===== src/design/fb_pkg.sv =====
`default_nettype none

package fb_pkg;

    typedef logic [31:0] reg_data_t;
    typedef logic [7:0]  reg_addr_t;    // byte address
    typedef logic [3:0]  reg_strb_t;
    typedef logic [15:0] pixel_t;       // rgb565
    typedef logic [23:0] color24_t;     // rgb888
    typedef logic [15:0] coord_t;

    localparam reg_addr_t REG_CTRL  = 8'h00;
    localparam reg_addr_t REG_COLOR = 8'h0C;
    localparam reg_addr_t REG_POINT = 8'h10;    // x in [15:0], y in [31:16]

    localparam int CTRL_BUSY_BIT  = 0;  // read only
    localparam int CTRL_FILL_BIT  = 1;
    localparam int CTRL_POINT_BIT = 2;

    typedef enum logic [1:0] {
        DRAW_IDLE,
        DRAW_FILL,
        DRAW_POINT
    } draw_state_t;

endpackage

`default_nettype wire

===== src/design/fb_regs.sv =====
`timescale 1ns/10ps
`default_nettype none

module fb_regs (
    input  wire                    pclk,
    input  wire                    resetn,
    input  wire fb_pkg::reg_addr_t s_awaddr_i,
    input  wire                    s_awvalid_i,
    output logic                   s_awready_o,
    input  wire fb_pkg::reg_data_t s_wdata_i,
    input  wire fb_pkg::reg_strb_t s_wstrb_i,
    input  wire                    s_wvalid_i,
    output logic                   s_wready_o,
    output logic                   s_bvalid_o,
    output logic [1:0]             s_bresp_o,
    input  wire                    s_bready_i,
    input  wire fb_pkg::reg_addr_t s_araddr_i,
    input  wire                    s_arvalid_i,
    output logic                   s_arready_o,
    output fb_pkg::reg_data_t      s_rdata_o,
    output logic                   s_rvalid_o,
    output logic [1:0]             s_rresp_o,
    input  wire                    s_rready_i,
    output logic                   fill_req_o,
    output logic                   point_req_o,
    output fb_pkg::pixel_t         color_o,
    output fb_pkg::coord_t         point_x_o,
    output fb_pkg::coord_t         point_y_o,
    input  wire                    busy_i
);
    import fb_pkg::*;

    reg_data_t ctrl_q;
    color24_t  color_q;
    reg_data_t point_q;
    reg_data_t rd_word;
    logic      aw_ready_q;
    logic      ar_ready_q;
    logic      wr_fire;
    logic      rd_fire;

    function automatic reg_data_t merge_strb(reg_data_t old, reg_data_t data,
                                             reg_strb_t strb);
        reg_data_t res;
        res = old;
        for (int i = 0; i < 4; i++) begin
            if (strb[i])
                res[8*i +: 8] = data[8*i +: 8];
        end
        return res;
    endfunction

    assign wr_fire = aw_ready_q & s_awvalid_i & s_wvalid_i;
    assign rd_fire = ar_ready_q & s_arvalid_i;

    // write address and data are taken together
    always_ff @(posedge pclk) begin
        if (!resetn) begin
            aw_ready_q <= 1'b0;
            s_bvalid_o <= 1'b0;
        end else begin
            aw_ready_q <= s_awvalid_i & s_wvalid_i & ~s_bvalid_o & ~aw_ready_q;
            if (wr_fire)
                s_bvalid_o <= 1'b1;
            else if (s_bready_i)
                s_bvalid_o <= 1'b0;
        end
    end

    always_ff @(posedge pclk) begin
        if (!resetn) begin
            ar_ready_q <= 1'b0;
            s_rvalid_o <= 1'b0;
        end else begin
            ar_ready_q <= s_arvalid_i & ~s_rvalid_o & ~ar_ready_q;
            if (rd_fire)
                s_rvalid_o <= 1'b1;
            else if (s_rready_i)
                s_rvalid_o <= 1'b0;
        end
    end

    always_ff @(posedge pclk) begin
        if (!resetn) begin
            ctrl_q  <= '0;
            color_q <= '0;
            point_q <= '0;
        end else if (wr_fire) begin
            case (s_awaddr_i)
                REG_CTRL:  ctrl_q  <= merge_strb(ctrl_q, s_wdata_i, s_wstrb_i);
                REG_COLOR: color_q <= color24_t'(merge_strb({8'h00, color_q}, s_wdata_i,
                                                            s_wstrb_i));
                REG_POINT: point_q <= merge_strb(point_q, s_wdata_i, s_wstrb_i);
                default:   ;                // unmapped, dropped
            endcase
        end
    end

    always_comb begin
        rd_word = '0;
        case (s_araddr_i)
            REG_CTRL: begin
                rd_word = ctrl_q;
                rd_word[CTRL_BUSY_BIT] = busy_i;   // live engine status
            end
            REG_COLOR: rd_word = {8'h00, color_q};
            REG_POINT: rd_word = point_q;
            default:   rd_word = '0;
        endcase
    end

    always_ff @(posedge pclk) begin
        if (rd_fire)
            s_rdata_o <= rd_word;
    end

    assign s_awready_o = aw_ready_q;
    assign s_wready_o  = aw_ready_q;
    assign s_arready_o = ar_ready_q;
    assign s_bresp_o   = 2'b00;         // always OKAY
    assign s_rresp_o   = 2'b00;

    assign fill_req_o  = ctrl_q[CTRL_FILL_BIT];
    assign point_req_o = ctrl_q[CTRL_POINT_BIT];
    assign point_x_o   = point_q[15:0];
    assign point_y_o   = point_q[31:16];

    // dropped low bits of each channel fold into its lowest kept bit
    assign color_o = {color_q[23:20], |color_q[19:16],
                      color_q[15:11], |color_q[10:8],
                      color_q[7:4],   |color_q[3:0]};

    a_bvalid_hold: assert property (@(posedge pclk) disable iff (!resetn)
        s_bvalid_o && !s_bready_i |=> s_bvalid_o && !s_awready_o);

    a_rvalid_hold: assert property (@(posedge pclk) disable iff (!resetn)
        s_rvalid_o && !s_rready_i |=> s_rvalid_o && $stable(s_rdata_o));

endmodule

`default_nettype wire


===== config.mk =====
export PLATFORM = sky130hd
export DESIGN_NAME = fb_regs
export DESIGN_NICKNAME = d
export VERILOG_FILES = /design/src/design/fb_pkg.sv /design/src/design/fb_regs.sv
export SDC_FILE = /design/constraint.sdc
export NUM_CORES = 1
export LEC_CHECK = 0
export BUFFER_PORTS_ARGS = -buffer_cell sky130_fd_sc_hd__buf_4
export CORE_MARGIN = 3
export CORE_UTILIZATION = 25
export CTS_CLUSTER_DIAMETER = 80
export DETAILED_ROUTE_END_ITERATION = 7
export PLACE_DENSITY = 0.41
export RECOVER_POWER = 50
export SLEW_MARGIN = 25
export SYNTH_ARGS = -nofsm -noshare
export SYNTH_HDL_FRONTEND = slang
export SYNTH_SLANG_ARGS = --single-unit

===== constraint.sdc =====
create_clock -name pclk -period 2.6 [get_ports pclk]
set_input_delay 0.78 -clock pclk [delete_from_list [all_inputs] [get_ports pclk]]
set_output_delay 0.78 -clock pclk [all_outputs]
set_load 0.01 [all_outputs]

After elaboration in Yosys (flattened, before gate mapping)
Index checks and enable logic that the tools add are counted.
{"block": "totals", "reg_bits": 124, "input_bits": 60, "out_inout_bits": 91}
{"block": "op_classes", "eq_ne": 4, "n_mux": 5, "n_bitwise": 12, "n_reduce_logical": 18}
{"operator": "32-bit one-hot mux with 3 select lines", "count": 1}
{"operator": "3-bit AND reduction", "count": 11}
{"operator": "8-bit by 4-bit == test with 1-bit output (second input constant)", "count": 2}
{"operator": "8-bit by 5-bit == test with 1-bit output (second input constant)", "count": 2}
{"operator": "8-bit logical NOT", "count": 2}
{"operator": "1-bit AND", "count": 8}
{"operator": "4-bit OR reduction", "count": 2}
{"operator": "1-bit 2-to-1 mux", "count": 4}
{"operator": "1-bit NOT", "count": 4}
{"operator": "2-bit nonzero test", "count": 2}
{"operator": "3-bit OR reduction", "count": 1}

Logic depth before layout (Yosys ltp)
Gate-level depths: netlist of the first run.
{"block": "depth", "depth_word": 3, "depth_mapped": 6}

Worst setup path after synthesis of the first run
Ideal clock, no wire load.
{"block": "synth_path", "kind": "input to register", "from": "input s_araddr_i[5]", "to": "register s_rdata_o[0] (data pin)", "setup_time_ps": 131, "arrival_ps": 2104, "t_required_ps": 2469, "slack_ps": 365, "stages": 5, "path_buffers": 2, "path_cell_list": "or4_1 -> buf_2 -> nor4_4 -> buf_6 -> a221o_1"}
{"block": "synth_via", "elab_chain_cells": 2, "word_cells_on_any_way": 4, "cone_classes": "eq/ne (2); mux (1); reduce/logical (1)"}
{"element": "start, declared", "line": "fb_regs.sv:17", "source": "input wire fb_pkg::reg_addr_t s_araddr_i,"}
{"element": "8-bit by 5-bit == test with 1-bit output, or another cell as far along", "line": "fb_regs.sv:101", "source": "case (s_araddr_i)"}
{"element": "32-bit one-hot mux with 3 select lines *", "line": "fb_regs.sv:101"}
{"element": "net rd_word[0]", "line": "fb_regs.sv:36", "source": "reg_data_t rd_word;"}
{"element": "end signal, assigned", "line": "fb_regs.sv:114", "source": "s_rdata_o <= rd_word;"}
{"element": "end, declared", "line": "fb_regs.sv:20", "source": "output fb_pkg::reg_data_t s_rdata_o,"}
The timed path passes the listed nets; every way through them passes the cells marked *.
A chain may end at the register's enable or synchronous reset.

Worst setup path after layout of the first run
{"block": "layout_path", "from": "input s_arvalid_i", "to": "register s_rdata_o[17] (enable)"}
{"block": "layout_via", "elab_chain_cells": 1}
{"element": "start, declared", "line": "fb_regs.sv:18", "source": "input wire s_arvalid_i,"}
{"element": "1-bit AND", "line": "fb_regs.sv:54", "source": "assign rd_fire = ar_ready_q & s_arvalid_i;"}
{"element": "net rd_fire", "line": "fb_regs.sv:40", "source": "logic rd_fire;"}
The timed path passes the listed nets, and every way through them passes these cells.

==> flow_metrics.tcl, run 1 <==
set metrics [dict create \
    outcome "finished, final reports clean" \
    design.core.area_mm2 0.02043 \
    diodes 0 \
    timing.critical_path.cells "clkbuf_4 > and2_2 > clkbuf_1" \
    synth.cell_area_mm2 0.005243 \
    synthCells 493 \
    dp_slack_ps 218.8 \
    report.final.slew_viol_count 0 \
    clock_insertion_delay_worst_skew_ps 410 \
    antenna_found_initial 0 \
    seq_area_mm2 0.002783 \
    total_power_mw 4.696 \
    worstHoldPathType "flip-flop to flip-flop" \
    port-buffer-count 146 \
    first_pass_iters 4 \
    ys_seq_elements 123 \
    grt_first_pass_wirelength_um 23760 \
    timing.critical_path.max_delay_family "buffers and inverters" \
    cts.root.buffer_cell "sky130_fd_sc_hd__clkbuf_16" \
    number_of_buffers_inserted_for_hold_repair_after_clock_tree_synthesis 0 \
    post-synth-top-area-cell "sky130_fd_sc_hd__dfxtp_1" \
    initial_utilization 0.2566 \
    grt_overflow 0 \
    ff2ff_setup_slack_ps 470 \
    pin_count_of_the_biggest_net_entering_global_routing 36 \
    critPathSlowestCell "sky130_fd_sc_hd__clkbuf_1" \
    critPathArrivalTime_ps 2260 \
    post_synth.cell_area_avg_um2 10.63 \
    report.final.hold_viol_count 0 \
    via_per_inst 4.467 \
    area.growth.synth_to_final_pct 32.51 \
    top_achievable_clock_speed_mhz 447.1 \
    worst_pin_slew_ps 1096 \
    critical-path-max-stage-delay_ps 860 \
    total_via_count_after_detailed_routing 4078 \
    place.gp.congestion 0.7224 \
    grt_setup_unrepaired "no" \
    number_of_synthesized_flops_with_an_enable_pin 32 \
    post-cts-setup-buffers 0 \
    dpl.hpwl_um 10690 \
    area_used_by_multi_input_combinational_logic_mm2 0.002071 \
    dominantRegCellSynth "sky130_fd_sc_hd__dfxtp_1" \
    worst_ep_required_time_ps 2620 \
    cts_tree "built" \
    drive_gt1_frac 0.2115 \
    synth_async_sr_flop_share 0 \
    die_w_um 150.8 \
    num-nets-final 690 \
    period_needed_ps 2236 \
    cellLeakagePower_nw 3.199 \
    std_cell_rows 52 \
    power.density_mw_per_mm2 676.0 \
    ctsHtreeMaxLevel 4 \
    ir_worst_vdd_mv 0.3166 \
    max_cap_violations 0 \
    finalCoreUtilization 0.3400 \
    post_route_antenna_net_violation_count 0 \
    final.setup.tns_ps 0 \
    cts.repair.resized 0 \
    ys_seq_area_frac 0.5308 \
    synth_area_leaders "sky130_fd_sc_hd__dfxtp_1, sky130_fd_sc_hd__edfxtp_1, sky130_fd_sc_hd__mux2i_1" \
    die_h_um 150.8 \
    worst_setup_path_end_kind "flip-flop" \
    global_route.usage.total 0.1368 \
    drt-initial-drc-count 219 \
    final_critical_path_setup_slack_ps 363.6 \
    worst_path_bufs_invs 2 \
    wl_per_cell_um 16.99 \
    design.die.area_mm2 0.02274 \
    wl_um 15510 \
    cts.sink_count 123 \
    cts-root-to-sink-buffers 2 \
    worst_clock_skew_ps 7.281 \
    setup_viol_count_final 0 \
    synthesis_warning_total 0 \
    yosysUniqueCellTypes 29 \
    worstSetupStartpointType "input port" \
    path_clk_slew_ps 50 \
    io_pins 151 \
    slew-limit-headroom 0.2692 \
    timing.critical_path.fanout_max 18 \
    first_global_vias 4228 \
    post-route-period-util 0.8602 \
    fillerInstances 2144 \
    netlist.area_leader.share 0.3475 \
    cts_buffers 17 \
    drc 0 \
    setup.worst_path.class "input port to flip-flop" \
]
## cell families after synthesis
| kind of cell | Yosys count | synth area share |
|---|---|---|
| mux | 87 | 0.1661 |
| simple gates | 178 | 0.1716 |
| buf+inv | 70 | 0.06873 |
| other cells | 1 | 0.0007153 |
| flops | 123 | 0.5308 |
| compound gates | 34 | 0.06205 |
## cell usage in the layout, fill, tap and decap left out, types with 2 or more instances in the layout
cell type,instances
sky130_fd_sc_hd__nand2_1,120
sky130_fd_sc_hd__buf_4,96
sky130_fd_sc_hd__dfxtp_1,91
sky130_fd_sc_hd__mux2i_1,87
sky130_fd_sc_hd__clkbuf_1,64
sky130_fd_sc_hd__edfxtp_1,32
sky130_fd_sc_hd__inv_1,24
sky130_fd_sc_hd__nor3_1,24
sky130_fd_sc_hd__a221o_1,24
sky130_fd_sc_hd__clkbuf_16,17
sky130_fd_sc_hd__a22o_1,8
sky130_fd_sc_hd__nand3_1,8
sky130_fd_sc_hd__or4_1,4
sky130_fd_sc_hd__conb_1,4
sky130_fd_sc_hd__bufinv_16,4
sky130_fd_sc_hd__clkbuf_8,4
sky130_fd_sc_hd__buf_12,4
sky130_fd_sc_hd__nor4_4,3
sky130_fd_sc_hd__nor2_1,3
sky130_fd_sc_hd__and4_1,3
sky130_fd_sc_hd__nor4bb_1,2
sky130_fd_sc_hd__nand4_2,2
sky130_fd_sc_hd__nor2b_1,2
sky130_fd_sc_hd__o21a_1,2
## Yosys cell counts, types with 4 or more instances
master and instances:
sky130_fd_sc_hd__nand2_1 120, sky130_fd_sc_hd__dfxtp_1 91, sky130_fd_sc_hd__mux2i_1 87, sky130_fd_sc_hd__edfxtp_1 32
sky130_fd_sc_hd__a221o_1 24, sky130_fd_sc_hd__inv_1 24, sky130_fd_sc_hd__nor3_1 24, sky130_fd_sc_hd__buf_4 21
sky130_fd_sc_hd__clkbuf_1 20, sky130_fd_sc_hd__a22o_1 8, sky130_fd_sc_hd__nand3_2 8, sky130_fd_sc_hd__or4_1 4
## cell type report
type / instances / share of cell area
tap: 270 / 0.04863
timing repair buffer: 161 / 0.1488
clock buffer: 25 / 0.07133
multi-input combinational: 303 / 0.2981
clock inverter: 7 / 0.01963
sequential: 123 / 0.4006
inverter: 24 / 0.01297
## per-layer routing
metal,global-route usage,share of wire,vias up
met3,0.04099,0.069,17
met5,0,0,-
met2,0.2101,0.44,136
met1,0.1838,0.47,1938
met4,0.04669,0.014,0
li1,-,-,1987
## metrics by stage
stage / hold slack [ps] / cells / area (um2)
2_1_floorplan: 438.4 / 496 / 5254
3_3_place_gp: 426.1 / 881 / 6581
3_5_place_dp: 437.6 / 881 / 6581
4_1_cts: 445.2 / 913 / 7213
5_1_grt: 469.1 / 913 / 6947
6_report: 436.6 / 913 / 6947
## state kept, by name (all words and copies together) (netlist names)
| register | cells |
|---|---|
| ctrl_q | 31 |
| s_bvalid_o | 1 |
| s_arready_o | 1 |
| s_rdata_o | 32 |
| s_rvalid_o | 1 |
| s_awready_o | 1 |
| color_q | 24 |
| point_q | 32 |
## power by group
group	internal (mW)	switching (mW)	total, mW
registers	1.97	0.00399	1.97
clock network	1.70	0.824	2.53
logic	0.0871	0.111	0.198
## path summary, 6_finish.rpt
path                        end   startpoint  cells past startpoint
setup / recovery  s_rdata_o[17]  s_arvalid_i                      3
hold / removal      s_awready_o   s_bvalid_o                      1
setup reg to reg  s_rdata_o[17]  s_arready_o                      2
hold reg to reg     s_awready_o   s_bvalid_o                      1
No activity file was read; power rests on OpenSTA's default activity.
==> run 2, diff against run 1 <==
--- a/config.mk
+++ b/config.mk
@@ -6,12 +6,14 @@
 export NUM_CORES = 1
 export LEC_CHECK = 0
 export BUFFER_PORTS_ARGS = -buffer_cell sky130_fd_sc_hd__buf_4
+export CELL_PAD_IN_SITES_DETAIL_PLACEMENT = 0
+export CELL_PAD_IN_SITES_GLOBAL_PLACEMENT = 2
 export CORE_MARGIN = 3
-export CORE_UTILIZATION = 25
+export CORE_UTILIZATION = 32
 export CTS_CLUSTER_DIAMETER = 80
 export DETAILED_ROUTE_END_ITERATION = 7
-export PLACE_DENSITY = 0.41
-export RECOVER_POWER = 50
+export PLACE_DENSITY = 0.77
+export RECOVER_POWER = 25
 export SLEW_MARGIN = 25
 export SYNTH_ARGS = -nofsm -noshare
 export SYNTH_HDL_FRONTEND = slang
==> run 2 against run 1 <==
  * Worst setup slack improved by 6.0 ps
  * Via count decreased by 1.3%
  * Routed wire length decreased by 5.7%
  * Count of clock-buffer cells in the layout increased by 1
  * Worst hold slack improved by 8.5 ps
  * Flip-flop and latch count unchanged
  * Maximum frequency increased by 0.27%
  * Total power decreased by 1.7%
  * Cell area increased by 1.7%
  * Core utilization increased by 10 points
  * Global-route usage increased by 2.6 points
  * Critical endpoint is now color_o[11]
==> flow_metrics.tcl, run 2 (synthesis results as in run 1) <==
set metrics [dict create \
    first_global_vias 4162 \
    p_int_mw 3.689 \
    number_of_buffers_inserted_for_hold_repair_after_clock_tree_synthesis 0 \
    total_via_count_after_detailed_routing 4024 \
    final_non_filler_cell_total 855 \
    timing.critical_path.max_delay_family "simple AND/OR/NAND/NOR gates" \
    worstRegToRegCells 2 \
    cellLeakagePower_nw 3.414 \
    critical-path-max-stage-delay_ps 550 \
    setup_viol_count_final 0 \
    timing.critical_path.fanout_max 3 \
    dp_slack_ps 200.4 \
    cts_tree "built" \
    drt-initial-drc-count 136 \
    first_pass_iters 4 \
    worst_setup_path_end_kind "primary output" \
    worstSetupStartpointType "flip-flop" \
    min_delay_endpoint "s_arready_o" \
    cts_buffers 17 \
    clockPowerShare 0.530 \
    final_common_cell "sky130_fd_sc_hd__buf_4" \
    mostFrequentLayoutCells "sky130_fd_sc_hd__buf_4, sky130_fd_sc_hd__nand2_1, sky130_fd_sc_hd__dfxtp_1" \
    report.final.slew_viol_count 0 \
    max_cap_violations 0 \
    final.setup.tns_ps 0 \
    antenna_found_initial 0 \
    drive_gt1_frac 0.3020 \
    std_cell_rows 46 \
    post_route_antenna_net_violation_count 0 \
    worstReg2RegStart "s_arready_o" \
    num-nets-final 686 \
    pin_count_of_the_biggest_net_entering_global_routing 46 \
    worst_pin_slew_ps 1039 \
    cts.root.buffer_cell "sky130_fd_sc_hd__clkbuf_16" \
    ff2ff_setup_slack_ps 930 \
    cts.repair.resized 0 \
    diodes 0 \
    cts-root-to-sink-buffers 2 \
    critPathArrivalTime_ps 1450 \
    cts.sink_count 123 \
    share_seq_of_total_power 0.427 \
    via_per_inst 4.706 \
    post-route-period-util 0.8578 \
    top_achievable_clock_speed_mhz 448.4 \
    initial_utilization 0.3288 \
    place.gp.congestion 0.7511 \
    hp-start "s_arready_o" \
    worst_clock_skew_ps 5.799 \
    post-cts-setup-buffers 0 \
    drc 0 \
    grt_setup_unrepaired "no" \
    outcome "finished, final reports clean" \
    design.die.area_mm2 0.01795 \
    final_critical_path_setup_slack_ps 369.6 \
    wl_per_cell_um 17.12 \
    place_area_mm2 0.006484 \
    post_placement_cell_count 823 \
    power_switching_uw 927.4 \
    worst_path_bufs_invs 1 \
    io_pins 151 \
    post-route-cell-area_mm2 0.007063 \
    slew-limit-headroom 0.3074 \
    power.density_mw_per_mm2 653.6 \
    area.growth.synth_to_final_pct 34.73 \
    largestRegisters "point_q: 32 flops, s_rdata_o: 32 flops, ctrl_q: 31 flops" \
    timing.critical_path.cells "or4_1 > buf_4" \
    critPathSlowestCell "sky130_fd_sc_hd__or4_1" \
    combinational_share_of_power 0.043 \
    ctsHtreeMaxLevel 4 \
    die_w_um 134.0 \
    report.final.hold_viol_count 0 \
    grt_first_pass_wirelength_um 22550 \
    die_h_um 134.0 \
    ir_worst_vdd_mv 0.4694 \
    path_clk_slew_ps 60 \
    worstHoldPathType "flip-flop to flip-flop" \
    global_route.usage.total 0.1629 \
    port-buffer-count 146 \
    setup.worst_path.class "flip-flop to primary output" \
    capture_point_of_the_worst_reg_to_reg_path "s_rdata_o[6]" \
    power_switching_share 0.2009 \
    dpl.hpwl_um 10120 \
    wl_um 14640 \
    grt_overflow 0 \
    clock_insertion_delay_worst_skew_ps 410 \
    period_needed_ps 2230 \
    design.core.area_mm2 0.01594 \
    min_delay_path_depth 1 \
    worst_ep_required_time_ps 1820 \
]
==> run 2: cell count changes in the layout (fill, tap and decap cells not counted) <==
cell                        change
sky130_fd_sc_hd__nand3_1        -4
sky130_fd_sc_hd__nand3_2        +4
sky130_fd_sc_hd__clkinv_2       +1
sky130_fd_sc_hd__and4bb_2       -1
sky130_fd_sc_hd__clkbuf_8       +1
sky130_fd_sc_hd__bufinv_16      -1
sky130_fd_sc_hd__and4bb_1       +1
sky130_fd_sc_hd__clkinv_1       -1
sky130_fd_sc_hd__clkbuf_2       +2
sky130_fd_sc_hd__clkbuf_1      -57
sky130_fd_sc_hd__buf_4         +51
==> run 2: through the flow <==
| stage | hold WS, ps | util | total power, mW |
|---|---|---|---|
| global route | 468.6 | 0.4430 | 4.764 |
| global placement | 423.9 | 0.4067 | 2.212 |
| finish | 445.0 | 0.4430 | 4.616 |
| detailed placement | 436.2 | 0.4067 | 2.214 |
| CTS | 444.8 | 0.4454 | 4.668 |
| floorplan | 438.4 | - | 2.094 |
==> run 2: cell type report <==
type                    instances  area, um2
inverters                      24      90.09
clock buffers                  26      509.2
clock inverters                 6      107.6
multi-input cells             303       2091
flip-flops and latches        123       2783
well taps                     216      270.3
fillers                      1558       8880
repair buffers                157       1212
==> run 2: layer usage <==
| metal | track usage | wire (um) | vias to the layer above | part of all wire |
|---|---|---|---|---|
| met5 | 0 | 0 | - | 0 |
| met4 | 0.06229 | 243 | 0 | 0.017 |
| met3 | 0.04576 | 861 | 14 | 0.059 |
| met2 | 0.2737 | 7178 | 125 | 0.49 |
| met1 | 0.1989 | 6352 | 1913 | 0.43 |
| li1 | - | - | 1972 | - |
==> run 2: worst max path at each step <==
stage                   from             to  slack [ps]  cells past startpoint
3_5_place_dp   s_araddr_i[5]  s_rdata_o[29]         200                      6
4_1_cts          color_q[16]    color_o[11]         340                      2
3_3_place_gp   s_araddr_i[5]   s_rdata_o[6]         210                      5
2_1_floorplan  s_araddr_i[5]   s_rdata_o[0]         360                      5
6_report         color_q[16]    color_o[11]         370                      2
5_1_grt          color_q[16]    color_o[11]         310                      2
==> run 2: power by group through the flow <==
stage	sequential, mW	clock (mW)	combinational [mW]
after floorplan	2.01	0	0.0796
after global placement	2.01	0	0.201
after detailed placement	2.01	0	0.203
after CTS	1.97	2.49	0.204
after global routing	1.97	2.58	0.216
final	1.97	2.45	0.198
==> run 3, diff against run 2 <==
--- a/config.mk
+++ b/config.mk
@@ -8,6 +8,7 @@
 export BUFFER_PORTS_ARGS = -buffer_cell sky130_fd_sc_hd__buf_4
 export CELL_PAD_IN_SITES_DETAIL_PLACEMENT = 0
 export CELL_PAD_IN_SITES_GLOBAL_PLACEMENT = 2
+export CORE_ASPECT_RATIO = 0.9
 export CORE_MARGIN = 3
 export CORE_UTILIZATION = 32
 export CTS_CLUSTER_DIAMETER = 80
==> run 3 against run 2 <==
  * Clock skew decreased by 1.6 ps
  * Maximum frequency decreased by 1.0%
  * First-iteration DRC count increased by 69%
  * Largest cell class unchanged
  * Count of clock-buffer cells in the layout decreased by 9
  * Sequential power about the same
  * Non-clock buffer count increased by 1
  * Core utilization increased by 0.23 points
  * Critical path depth unchanged
  * Largest power group unchanged
  * Die area about the same
  * Combinational power decreased by 3%
  * Highest routed layer unchanged
  * Flip-flop and latch count unchanged
==> flow_metrics.tcl, run 3 (synthesis results as in run 1) <==
set metrics [dict create \
    post_placement_cell_count 810 \
    post-route-period-util 0.8668 \
    use_met1 0.2171 \
    drive_gt1_frac 0.2953 \
    cts_tree "built" \
    grt_setup_unrepaired "no" \
    pin_count_of_the_biggest_net_entering_global_routing 58 \
    io_pins 151 \
    period_needed_ps 2254 \
    ctsHtreeMaxLevel 4 \
    design.die.area_mm2 0.01796 \
    first_global_vias 4208 \
    area.growth.synth_to_final_pct 33.46 \
    largestRegisters "point_q: 32 flops, s_rdata_o: 32 flops, ctrl_q: 31 flops" \
    cts.root.buffer_cell "sky130_fd_sc_hd__clkbuf_16" \
    worst_setup_path_end_kind "primary output" \
    worstRegToRegCells 2 \
    global_route.usage.total 0.1607 \
    worstSetupStartpointType "flip-flop" \
    power.density_mw_per_mm2 654.4 \
    die_h_um 127.4 \
    report.final.hold_viol_count 0 \
    drc 0 \
    fillerInstances 1536 \
    worst_ep_required_time_ps 1820 \
    cts.sink_count 123 \
    num-nets-final 687 \
    clock_insertion_delay_worst_skew_ps 410 \
    met2_usage 0.2458 \
    outcome "finished, final reports clean" \
    post-cts-setup-buffers 0 \
    timing.critical_path.fanout_max 3 \
    grt_first_pass_wirelength_um 22460 \
    worstHoldPathType "flip-flop to flip-flop" \
    diodes 0 \
    cts_buffers 17 \
    worstReg2RegStart "s_arready_o" \
    cts.repair.resized 0 \
    std_cell_rows 43 \
    setup_viol_count_final 0 \
    die_w_um 140.9 \
    mostFrequentLayoutCells "sky130_fd_sc_hd__buf_4, sky130_fd_sc_hd__nand2_1, sky130_fd_sc_hd__dfxtp_1" \
    globalRoute.busiestLayer "met2" \
    finalCoreUtilization 0.4454 \
    slew-limit-headroom 0.3186 \
    cellLeakagePower_nw 3.376 \
    number_of_buffers_inserted_for_hold_repair_after_clock_tree_synthesis 0 \
    total_via_count_after_detailed_routing 4077 \
    initial_utilization 0.3337 \
    final_non_filler_cell_total 842 \
    setup.worst_path.class "flip-flop to primary output" \
    via_per_inst 4.842 \
    port-buffer-count 146 \
    wl_um 14280 \
    report.final.slew_viol_count 0 \
    first_pass_iters 4 \
    global_route.usage.met3 0.05202 \
    design.core.area_mm2 0.01571 \
    post_route_antenna_net_violation_count 0 \
    startpoint "color_q[0]" \
    place.gp.congestion 0.7501 \
    critPathSlowestCell "sky130_fd_sc_hd__or4_1" \
    final.setup.tns_ps 0 \
    grt_overflow 0 \
    cts-root-to-sink-buffers 2 \
    worst_pin_slew_ps 1022 \
    capture_point_of_the_worst_reg_to_reg_path "s_rdata_o[7]" \
    timing.critical_path.cells "or4_1 > buf_4" \
    drt-initial-drc-count 230 \
    ir_worst_vdd_mv 0.4576 \
    dpl.hpwl_um 9777 \
    total_power_mw 4.579 \
    critical-path-max-stage-delay_ps 560 \
    critPathArrivalTime_ps 1470 \
    wl_per_cell_um 16.96 \
    ff2ff_setup_slack_ps 940 \
    antenna_found_initial 0 \
    top_achievable_clock_speed_mhz 443.7 \
    path_clk_slew_ps 50 \
    worst_clock_skew_ps 4.200 \
    final_common_cell "sky130_fd_sc_hd__buf_4" \
    setup_crit_end "color_o[0]" \
    max_cap_violations 0 \
]
run 3: worst min-delay path by stage:
stage                           from  cells after the start          end  slack (ps)
after global routing      s_rvalid_o                      1  s_arready_o         450
after CTS                 s_bvalid_o                      1  s_awready_o         440
final                     s_bvalid_o                      1  s_awready_o         430
after global placement    s_rvalid_o                      1  s_arready_o         420
after detailed placement  s_bvalid_o                      1  s_awready_o         420
after floorplan           ctrl_q[24]                      2   ctrl_q[24]         440
run 3: area by class of cell:
| class | count | area (um2) | share of cell area |
|---|---|---|---|
| clock inverters | 15 | 180.2 | 0.02575 |
| repair buffers | 158 | 1179 | 0.1685 |
| inverters | 24 | 90.09 | 0.01288 |
| clock buffers | 17 | 425.4 | 0.06080 |
| multi-input cells | 303 | 2087 | 0.2983 |
| well taps | 202 | 252.7 | 0.03612 |
| flip-flops and latches | 123 | 2783 | 0.3977 |
run 3: through the flow:
step / worst slack [ps] / area [um2] / hold WS [ps]
floorplan: 364.5 / 5254 / 438.4
global placement: 206.0 / 6461 / 421.6
detailed placement: 203.0 / 6461 / 422.1
CTS: 326.0 / 7067 / 438.9
global route: 178.7 / 6997 / 451.4
finish: 346.4 / 6997 / 433.8
run 3: where the power goes:
group / switching [mW] / internal (mW) / leakage (nW)
sequential: 0.00401 / 1.97 / 1.07
clock: 0.832 / 1.58 / 0.295
combinational: 0.107 / 0.0860 / 2.01
total: 0.943 / 3.64 / 3.38
run 3: metal layers:
metal  vias to the layer above  routed length [um]
met2                       140                6262
met5                         -                   0
li1                       1985                   -
met4                         0                 139
met1                      1936                6869
met3                        16                1006
run 3: worst max-delay path, delay by kind of cell (launching register included):
family / cells / cell delay [ps]
buffers and inverters: 1 / 170
AND/OR/NAND/NOR: 1 / 560
flip-flops: 1 / 330
